### src/hdl/tpu_pkg.sv
// Shared types for the thread-processing tile
// Word, issue, thread, data and register index types
// Opcode and front end state enums
// Buffer entry and decoded instruction structs, buffer and register file sizes

`default_nettype none

package tpu_pkg;

	localparam int BUF_DEPTH = 8;                 // Instruction buffer entries
	localparam int BUF_PTR_W = $clog2(BUF_DEPTH);
	localparam int BUF_CNT_W = $clog2(BUF_DEPTH + 1);
	localparam int NUM_REGS  = 8;                 // Register file entries

	typedef logic [23:0] word_t;        // Host word
	typedef logic [7:0]  issue_no_t;    // Job issue number
	typedef logic [3:0]  thread_id_t;   // Thread ID
	typedef logic [15:0] data_t;        // Register width
	typedef logic [2:0]  reg_idx_t;     // Register index

	typedef enum logic [3:0] {
		OP_NOP = 4'd0,
		OP_LDI = 4'd1,  // rd = zero-extended imm
		OP_ADD = 4'd2,
		OP_SUB = 4'd3,
		OP_AND = 4'd4,
		OP_XOR = 4'd5,
		OP_OUT = 4'd6,  // Emit register ra
		OP_END = 4'd7   // Job end marker, inserted on term
	} opcode_t;

	typedef enum logic [1:0] {
		FE_ISSUE,       // Waiting for the issue number word
		FE_THREAD,      // Waiting for the thread ID word
		FE_INSTR        // Instruction words until term
	} fe_state_t;

	// Raw opcode field, undefined codes survive until decode
	typedef struct packed {
		logic [3:0]  opcode;
		reg_idx_t    rd;
		reg_idx_t    ra;
		reg_idx_t    rb;
		logic [10:0] imm;
	} instr_t;

	typedef struct packed {
		instr_t     instr;
		thread_id_t thread;
		issue_no_t  issue;
	} buf_entry_t;

	typedef struct packed {
		opcode_t     opcode;
		reg_idx_t    rd;
		reg_idx_t    ra;
		reg_idx_t    rb;
		logic [10:0] imm;
		thread_id_t  thread;
		issue_no_t   issue;
		logic        illegal;   // Undefined opcode
	} decoded_t;

endpackage

`default_nettype wire

### src/hdl/tpu_if.sv
// Stage interfaces of the tile
// exec_if from decode to execute
// result_if from execute to result

`default_nettype none

interface exec_if;
	import tpu_pkg::*;

	logic     valid;    // One decoded instruction this cycle
	decoded_t dec;      // Fields, thread and issue

	modport producer (output valid, dec);
	modport consumer (input valid, dec);
endinterface

interface result_if;
	import tpu_pkg::*;

	logic       valid;      // One instruction retired
	logic       is_out;
	logic       is_end;
	logic       is_illegal;
	data_t      value;      // Register ra for OUT
	thread_id_t thread;
	issue_no_t  issue;

	modport producer (output valid, is_out, is_end, is_illegal, value, thread, issue);
	modport consumer (input valid, is_out, is_end, is_illegal, value, thread, issue);
endinterface

`default_nettype wire

### src/hdl/decode_unit.sv
// Decode stage of the tile
// Pops the buffer unless stalled, splits instruction fields
// Flags undefined opcodes and registers the result toward execute

`default_nettype none

module decode_unit (
	input  logic                clock,
	input  logic                reset,
	input  logic                empty,
	input  logic                stall,
	input  tpu_pkg::buf_entry_t head,
	output logic                pop,
	exec_if.producer            ex
);
	import tpu_pkg::*;

	decoded_t dec;

	assign pop = !empty && !stall;

	always_comb begin
		dec.opcode = opcode_t'(head.instr.opcode);
		dec.rd     = head.instr.rd;
		dec.ra     = head.instr.ra;
		dec.rb     = head.instr.rb;
		dec.imm    = head.instr.imm;
		dec.thread = head.thread;
		dec.issue  = head.issue;
		case (head.instr.opcode)
			OP_NOP, OP_LDI, OP_ADD, OP_SUB,
			OP_AND, OP_XOR, OP_OUT, OP_END: dec.illegal = 1'b0;
			default:                        dec.illegal = 1'b1;    // Codes 8 to 15
		endcase
	end

	always_ff @(posedge clock) begin
		if (reset) begin
			ex.valid <= 1'b0;
		end else begin
			ex.valid <= pop;
		end
	end

	always_ff @(posedge clock) begin
		if (pop) ex.dec <= dec;
	end

endmodule

`default_nettype wire

### src/hdl/execute_unit.sv
// Execute stage of the tile
// Eight-entry register file and 16-bit ALU
// Forwards OUT values, end markers and illegal instructions as results

`default_nettype none

module execute_unit (
	input  logic        clock,
	input  logic        reset,
	exec_if.consumer    ex,
	result_if.producer  res
);
	import tpu_pkg::*;

	data_t regs [NUM_REGS];
	data_t src_a;
	data_t src_b;
	data_t wr_val;
	logic  wr_en;
	logic  legal;

	assign legal = ex.valid && !ex.dec.illegal;
	assign src_a = regs[ex.dec.ra];
	assign src_b = regs[ex.dec.rb];

	//////////////////////////////////////////////////
	// ALU
	//////////////////////////////////////////////////

	always_comb begin
		wr_en  = 1'b0;
		wr_val = '0;
		if (legal) begin
			case (ex.dec.opcode)
				OP_LDI: begin
					wr_en  = 1'b1;
					wr_val = data_t'(ex.dec.imm);   // Zero extend
				end
				OP_ADD: begin
					wr_en  = 1'b1;
					wr_val = src_a + src_b;         // Wraps at 16 bits
				end
				OP_SUB: begin
					wr_en  = 1'b1;
					wr_val = src_a - src_b;
				end
				OP_AND: begin
					wr_en  = 1'b1;
					wr_val = src_a & src_b;
				end
				OP_XOR: begin
					wr_en  = 1'b1;
					wr_val = src_a ^ src_b;
				end
				default: wr_en = 1'b0;             // NOP, OUT, END write nothing
			endcase
		end
	end

	always_ff @(posedge clock) begin
		if (reset) begin
			for (int i = 0; i < NUM_REGS; i++) regs[i] <= '0;
		end else if (wr_en) begin
			regs[ex.dec.rd] <= wr_val;
		end
	end

	//////////////////////////////////////////////////
	// Result stage register
	//////////////////////////////////////////////////

	always_ff @(posedge clock) begin
		if (reset) begin
			res.valid      <= 1'b0;
			res.is_out     <= 1'b0;
			res.is_end     <= 1'b0;
			res.is_illegal <= 1'b0;
		end else begin
			res.valid      <= ex.valid;
			res.is_out     <= legal && ex.dec.opcode == OP_OUT;
			res.is_end     <= legal && ex.dec.opcode == OP_END;
			res.is_illegal <= ex.valid && ex.dec.illegal;
		end
	end

	always_ff @(posedge clock) begin
		if (ex.valid) begin
			res.value  <= src_a;    // Register ra for OUT
			res.thread <= ex.dec.thread;
			res.issue  <= ex.dec.issue;
		end
	end

endmodule

`default_nettype wire

### src/hdl/front_end.sv
// Job sequencer of the tile
// Registers host inputs, steps issue/thread/instruction states
// Writes instructions and end markers into the buffer, nacks on full

`default_nettype none

module front_end (
	input  logic                clock,
	input  logic                reset,
	input  logic                word_valid,
	input  tpu_pkg::word_t      word,
	input  logic                term,
	input  logic                buf_full,
	output logic                buf_we,
	output tpu_pkg::buf_entry_t buf_entry,
	output logic                nack
);
	import tpu_pkg::*;

	logic       word_valid_q;
	logic       term_q;
	word_t      word_q;
	fe_state_t  state;
	issue_no_t  issue_q;        // Current job issue number
	thread_id_t thread_q;       // Current job thread ID
	logic       want_write;

	//////////////////////////////////////////////////
	// Input registers
	//////////////////////////////////////////////////

	always_ff @(posedge clock) begin
		if (reset) begin
			word_valid_q <= 1'b0;
			term_q       <= 1'b0;
		end else begin
			word_valid_q <= word_valid;
			term_q       <= term;
		end
	end

	always_ff @(posedge clock) begin
		word_q <= word;
	end

	//////////////////////////////////////////////////
	// Job state
	//////////////////////////////////////////////////

	always_ff @(posedge clock) begin
		if (reset) begin
			state <= FE_ISSUE;
		end else begin
			case (state)
				FE_ISSUE: begin
					if (word_valid_q) state <= FE_THREAD;
				end
				FE_THREAD: begin
					if (word_valid_q) state <= FE_INSTR;
				end
				FE_INSTR: begin
					if (term_q && !buf_full) state <= FE_ISSUE;   // Dropped term keeps the job open
				end
				default: state <= FE_ISSUE;
			endcase
		end
	end

	// Header values from the low bits of the header words
	always_ff @(posedge clock) begin
		if (state == FE_ISSUE && word_valid_q) issue_q <= word_q[7:0];
		if (state == FE_THREAD && word_valid_q) thread_q <= word_q[3:0];
	end

	//////////////////////////////////////////////////
	// Buffer write and nack
	//////////////////////////////////////////////////

	// Term wins over a word in the same cycle
	assign want_write = (state == FE_INSTR) && (word_valid_q || term_q);
	assign buf_we     = want_write && !buf_full;

	// End marker has all other fields zero
	assign buf_entry.instr  = term_q ? instr_t'({OP_END, 20'd0}) : instr_t'(word_q);
	assign buf_entry.thread = thread_q;
	assign buf_entry.issue  = issue_q;

	always_ff @(posedge clock) begin
		if (reset) begin
			nack <= 1'b0;
		end else begin
			nack <= want_write && buf_full;   // Word or term dropped
		end
	end

endmodule

`default_nettype wire

### src/hdl/instr_buffer.sv
// Instruction FIFO of the tile
// Circular buffer of tagged entries with show-ahead head output
// Full and empty come straight from the entry count

`default_nettype none

module instr_buffer (
	input  logic                clock,
	input  logic                reset,
	input  logic                we,
	input  tpu_pkg::buf_entry_t wr_entry,
	output logic                full,
	output logic                empty,
	input  logic                pop,
	output tpu_pkg::buf_entry_t head
);
	import tpu_pkg::*;

	buf_entry_t           mem [BUF_DEPTH];
	logic [BUF_PTR_W-1:0] wr_ptr;
	logic [BUF_PTR_W-1:0] rd_ptr;
	logic [BUF_CNT_W-1:0] count;

	assign full  = (count == BUF_CNT_W'(BUF_DEPTH));
	assign empty = (count == '0);
	assign head  = mem[rd_ptr];     // Valid while not empty

	always_ff @(posedge clock) begin
		if (we) mem[wr_ptr] <= wr_entry;
	end

	always_ff @(posedge clock) begin
		if (reset) begin
			wr_ptr <= '0;
			rd_ptr <= '0;
			count  <= '0;
		end else begin
			if (we) wr_ptr <= wr_ptr + 1'b1;    // Wraps, depth is a power of two
			if (pop) rd_ptr <= rd_ptr + 1'b1;
			case ({we, pop})
				2'b10:   count <= count + 1'b1;
				2'b01:   count <= count - 1'b1;
				default: count <= count;
			endcase
		end
	end

	a_no_pop_empty: assert property (@(posedge clock) disable iff (reset)
		pop |-> !empty);

	a_no_write_full: assert property (@(posedge clock) disable iff (reset)
		we |-> !full);

endmodule

`default_nettype wire

### src/hdl/result_unit.sv
// Result stage of the tile
// OUT pulses with thread and issue, job done pulses
// Saturating count of illegal instructions

`default_nettype none

module result_unit (
	input  logic                  clock,
	input  logic                  reset,
	result_if.consumer            res,
	output logic                  out_valid,
	output tpu_pkg::data_t        out_value,
	output tpu_pkg::thread_id_t   out_thread,
	output tpu_pkg::issue_no_t    out_issue,
	output logic                  done,
	output tpu_pkg::issue_no_t    done_issue,
	output logic [7:0]            illegal_count
);
	import tpu_pkg::*;

	always_ff @(posedge clock) begin
		if (reset) begin
			out_valid     <= 1'b0;
			done          <= 1'b0;
			illegal_count <= '0;
		end else begin
			out_valid <= res.valid && res.is_out;
			done      <= res.valid && res.is_end;
			if (res.valid && res.is_illegal && illegal_count != 8'hff)
				illegal_count <= illegal_count + 8'd1;  // Saturates at 255
		end
	end

	always_ff @(posedge clock) begin
		if (res.valid && res.is_out) begin
			out_value  <= res.value;
			out_thread <= res.thread;
			out_issue  <= res.issue;
		end
		if (res.valid && res.is_end) done_issue <= res.issue;
	end

	a_one_kind: assert property (@(posedge clock) disable iff (reset)
		res.valid |-> $onehot0({res.is_out, res.is_end, res.is_illegal}));

endmodule

`default_nettype wire

### src/hdl/tpu_top.sv
// Top level of the thread-processing tile
// Front end, instruction buffer, decode, execute and result stages

`default_nettype none

module tpu_top (
	input  logic                clock,
	input  logic                reset,
	input  logic                word_valid,
	input  tpu_pkg::word_t      word,
	input  logic                term,
	input  logic                stall,
	output logic                nack,
	output logic                out_valid,
	output tpu_pkg::data_t      out_value,
	output tpu_pkg::thread_id_t out_thread,
	output tpu_pkg::issue_no_t  out_issue,
	output logic                done,
	output tpu_pkg::issue_no_t  done_issue,
	output logic [7:0]          illegal_count
);
	import tpu_pkg::*;

	logic       buf_we;
	logic       buf_full;
	logic       buf_empty;
	logic       buf_pop;
	buf_entry_t buf_wr_entry;
	buf_entry_t buf_head;

	exec_if   ex_bus ();
	result_if res_bus ();

	front_end front_end_i (
		.clock      (clock),
		.reset      (reset),
		.word_valid (word_valid),
		.word       (word),
		.term       (term),
		.buf_full   (buf_full),
		.buf_we     (buf_we),
		.buf_entry  (buf_wr_entry),
		.nack       (nack)
	);

	instr_buffer instr_buffer_i (
		.clock    (clock),
		.reset    (reset),
		.we       (buf_we),
		.wr_entry (buf_wr_entry),
		.full     (buf_full),
		.empty    (buf_empty),
		.pop      (buf_pop),
		.head     (buf_head)
	);

	decode_unit decode_unit_i (
		.clock (clock),
		.reset (reset),
		.empty (buf_empty),
		.stall (stall),
		.head  (buf_head),
		.pop   (buf_pop),
		.ex    (ex_bus.producer)
	);

	execute_unit execute_unit_i (
		.clock (clock),
		.reset (reset),
		.ex    (ex_bus.consumer),
		.res   (res_bus.producer)
	);

	result_unit result_unit_i (
		.clock         (clock),
		.reset         (reset),
		.res           (res_bus.consumer),
		.out_valid     (out_valid),
		.out_value     (out_value),
		.out_thread    (out_thread),
		.out_issue     (out_issue),
		.done          (done),
		.done_issue    (done_issue),
		.illegal_count (illegal_count)
	);

endmodule

`default_nettype wire

### config.mk
export PLATFORM = sky130hd
export DESIGN_NAME = tpu_top
export DESIGN_NICKNAME = d
export VERILOG_FILES = /design/src/hdl/tpu_pkg.sv /design/src/hdl/tpu_if.sv /design/src/hdl/decode_unit.sv /design/src/hdl/execute_unit.sv /design/src/hdl/front_end.sv /design/src/hdl/instr_buffer.sv /design/src/hdl/result_unit.sv /design/src/hdl/tpu_top.sv
export SDC_FILE = /design/constraint.sdc
export NUM_CORES = 1
export LEC_CHECK = 0
export ABC_AREA = 1
export BUFFER_PORTS_ARGS = -buffer_cell sky130_fd_sc_hd__buf_4
export CAP_MARGIN = 20
export CORE_ASPECT_RATIO = 0.7
export CORE_MARGIN = 4
export CORE_UTILIZATION = 56
export DETAILED_ROUTE_END_ITERATION = 8
export HOLD_SLACK_MARGIN = 0.05
export PLACE_DENSITY_LB_ADDON = 0.12
export SLEW_MARGIN = 40
export SYNTH_ARGS = -nofsm -noshare
export SYNTH_HDL_FRONTEND = slang
export SYNTH_HIERARCHICAL = 1
export SYNTH_SLANG_ARGS = --single-unit
### constraint.sdc
create_clock -name clock -period 3.82 [get_ports clock]
set_input_delay 0 -clock clock [delete_from_list [all_inputs] [get_ports clock]]
set_output_delay 0 -clock clock [all_outputs]
set_load 0.03 [all_outputs]
==> insert_results.sql <==
INSERT INTO impl_metrics (metric_group, metric, value, unit) VALUES
('pwr', 'ir_worst_vdd', '0.000369', 'V'),
('setup_path', 'critical_path_arrival', '4260', 'ps'),
('run', 'maxCapViolations', '0', ''),
('sta', 'setup-violations-final', '1', ''),
('logic_synthesis', 'synthesis.instances', '2368', ''),
('die', 'fp.dieArea', '49400', 'um^2'),
('logic_synthesis', 'synth-edff-count', '529', ''),
('clock_network', 'cts-root-to-sink-buffers', '3', ''),
('status', 'violated_checks', 'negative setup slack', ''),
('die', 'die-width', '264', 'um'),
('clock_network', 'clock_network_latency_to_the_later_pin_of_the_worst_skew_pair', '600', 'ps'),
('global_route', 'grt.total_usage', '26.5', '%'),
('routing', 'drt_iter0_markers', '2153', ''),
('clock_network', 'clk_transition_reported_paths', '70', 'ps'),
('cells_and_area', 'finish.net_count', '2636', ''),
('global_route', 'antenna_found_initial', '0', ''),
('die', 'io-pin-count', '76', ''),
('global_route', 'gr-usage-met3', '8.78', '%'),
('setup_path', 'r2r_setup_slack', '-7', 'ps'),
('clock_network', 'cts.htree.levels', '2', ''),
('sta', 'fin_crit', '3830', 'ps'),
('clock_network', 'clock_sink_count', '586', ''),
('cells_and_area', 'layoutNonFillerInstCount', '3214', ''),
('place', 'post-place-ws', '-102', 'ps'),
('global_route', 'grt_pass1_vias', '16900', ''),
('logic_synthesis', 'synth-seq-area-share', '66.2', '%'),
('cells_and_area', 'drive_above_1_share', '15.1', '%'),
('setup_path', 'timing.setup.critical_path_class', 'flip-flop to flip-flop', ''),
('sta', 'grt_setup_unrepaired', 'true', ''),
('setup_path', 'timing.critical_path.slowest_stage_cell', 'edfxtp_1', ''),
('setup_path', 'worstPathCellList', 'buf_6, inv_4, buf_12, nand2_1, nand3_1, nand3_1, nand2_1, nand2_2, inv_1, nand4_1, nor2_2, a21oi_1, xor2_1, ha_1, nand2_1, nor2_2, nand4_1, nand3_2, nand3_2, nand3_1, nand2_1, o211ai_1, nand2_2, nor2_1', ''),
('cells_and_area', 'final_design_area_no_fill', '30100', 'um^2'),
('setup_path', 'crit_buf_inv', '4', ''),
('worst_hold_path', 'min-delay-path-class', 'flip-flop to flip-flop', ''),
('setup_path', 'critical-path-top-cell-by-count', 'nand2_1', ''),
('setup_path', 'worst_setup_path_end_kind', 'flip-flop', ''),
('sta', 'finalMaxSlewViolations', '0', ''),
('sta', 'finalHoldWorstSlack', '419', 'ps'),
('setup_path', 'worst_setup_path_start_kind', 'flip-flop', ''),
('logic_synthesis', 'syn_nets', '2437', ''),
('clock_network', 'tritoncts', 'built', ''),
('status', 'status', 'complete, but fails checks', ''),
('logic_synthesis', 'syn_avg_cell_area', '10.9', 'um^2'),
('setup_path', 'cp.required', '4260', 'ps'),
('sta', 'rel_slew_slack', '47.3', '%'),
('global_route', 'busiest_layer', 'met1', ''),
('place', 'dp_hpwl', '41.8', 'mm'),
('routing', 'remaining_number_of_nets_flagged_by_the_antenna_check_after_routing', '0', ''),
('routing', 'wl_per_cell', '20.7', 'um'),
('pwr', 'p_leak', '11.4', 'nW'),
('global_route', 'global_route.usage.met2', '36.5', '%'),
('routing', 'pre_repair_dr_iteration_count', '6', ''),
('sta', 'final.setup.worst_slack', '-7.24', 'ps'),
('clock_network', 'numCtsBuffers', '53', ''),
('sta', 'max_clock_freq', '261', 'MHz'),
('pwr', 'totalPowerFinal', '21.5', 'mW'),
('logic_synthesis', 'synth_top_cells_by_count', '529 x edfxtp_1, 424 x nand2_1, 360 x nor2_1', ''),
('routing', 'drt-total-wl', '66.5', 'mm'),
('setup_path', 'cpPeakStageDelay', '420', 'ps'),
('logic_synthesis', 'synth_top_cell_area_share', '61.8', '%'),
('global_route', 'grt_overflow_total', '0', ''),
('cells_and_area', 'n_antenna_cell', '0', ''),
('logic_synthesis', 'synth.yosys.warnings', '6', ''),
('logic_synthesis', 'synth_ff_type', 'edfxtp_1', ''),
('place', 'port-buffer-count', '75', ''),
('setup_path', 'path_delay_family', 'simple AND/OR/NAND/NOR gates', ''),
('logic_synthesis', 'synth-seq-cells', '586', ''),
('logic_synthesis', 'ys_async_sr_fraction', '0', '%'),
('routing', 'avgViaCountPerCell', '5.64', ''),
('logic_synthesis', 'ys_types', '47', ''),
('global_route', 'grt_max_degree', '117', '');
registers in the layout, summed over array words and instances (netlist names), 3 cells and up, named ones only:
| signal | count |
|---|---|
| result_unit_i/out_value | 16 |
| instr_buffer_i/wr_ptr | 3 |
| execute_unit_i/res.value | 16 |
| front_end_i/issue_q | 8 |
| result_unit_i/done_issue | 8 |
| result_unit_i/out_thread | 4 |
| result_unit_i/illegal_count | 8 |
| decode_unit_i/ex.dec | 37 |
| execute_unit_i/res.thread | 4 |
| instr_buffer_i/count | 4 |
| execute_unit_i/regs | 128 |
| front_end_i/thread_q | 4 |
| execute_unit_i/res.issue | 8 |
| instr_buffer_i/rd_ptr | 3 |
| front_end_i/word_q | 24 |
| result_unit_i/out_issue | 8 |
| instr_buffer_i/mem | 288 |
worst register-to-register path, stage by stage (launching register included):
cell      delay, ps
edfxtp_1        420
buf_6           160
inv_4            60
buf_12          140
nand2_1          60
nand3_1          70
nand3_1         110
nand2_1         130
nand2_2         100
inv_1            90
nand4_1         140
nor2_2          170
a21oi_1         100
xor2_1          160
ha_1            410
nand2_1         130
nor2_2          150
nand4_1         130
nand3_2         130
nand3_2          80
nand3_1          80
nand2_1          50
o211ai_1        240
nand2_2         220
nor2_1          170
routing by layer:
metal / wire [um] / part of all wire (%) / vias up
li1: - / - / 8513
met1: 29500 / 44 / 8588
met2: 27200 / 41 / 899
met3: 8370 / 13 / 115
met4: 1460 / 2.2 / 0
met5: 0 / 0 / -
metrics by stage:
step / utilization, % / setup TNS [ps]
floorplan: - / 0
global placement: 60.7 / -24.9
detailed placement: 60.7 / -1600
CTS: 66.1 / 0
global route: 66.7 / -7650
finish: 66.7 / -7.24
area by class of cell:
type,count,area [um^2]
repair buffers,256,2280
well taps,603,754
clock inverters,22,254
inverters,211,805
flip-flops and latches,586,17000
clock buffers,77,1540
multi-input cells,1459,7470
fillers,3366,15100
final timing paths:
path / startpoint / endpoint / cells past startpoint
setup / recovery: decode_unit_i/ex.dec[24] / execute_unit_i/regs[0][13] / 24
hold / removal: decode_unit_i/ex.dec[2] / execute_unit_i/res.issue[1] / 0
setup reg to reg: decode_unit_i/ex.dec[24] / execute_unit_i/regs[0][13] / 24
hold reg to reg: decode_unit_i/ex.dec[2] / execute_unit_i/res.issue[1] / 0
power breakdown:
part	total [mW]	switching [mW]	internal, mW
clock	5.39	2.36	3.03
sequential	7.90	0.343	7.55
combinational	8.17	5.17	3.00
total	21.5	7.87	13.6
layout by cell type (no fill, tap or decap), drive strengths merged, types with 36 or more instances in the layout:
master / n
nor2: 396
mux2i: 36
o21ai: 234
inv: 209
a21oi: 88
ha: 39
clkbuf: 78
dlygate4sd3: 55
o22ai: 36
dfxtp: 57
edfxtp: 529
buf: 200
nand3: 108
nand2: 432
logic make-up after synthesis:
family,count (synthesis),share of synthesized area [%]
AO/OA/AOI/OAI,398,8.33
buffers and inverters,323,5.61
adder cells (fa/ha/maj),40,1.98
multiplexers,36,1.40
XOR/XNOR,18,0.613
AND/OR/NAND/NOR,967,15.8
flip-flops,586,66.2
what timing repair did:
action,in CTS,in global routing
gates resized for setup,15,50
hold endpoints to repair,54,0
setup buffers,3,14
pin swaps,5,28
cloned,1,0
hold buffers,55,0
endpoints found under the setup margin,27,104
Power figures use the tool's default switching activity.
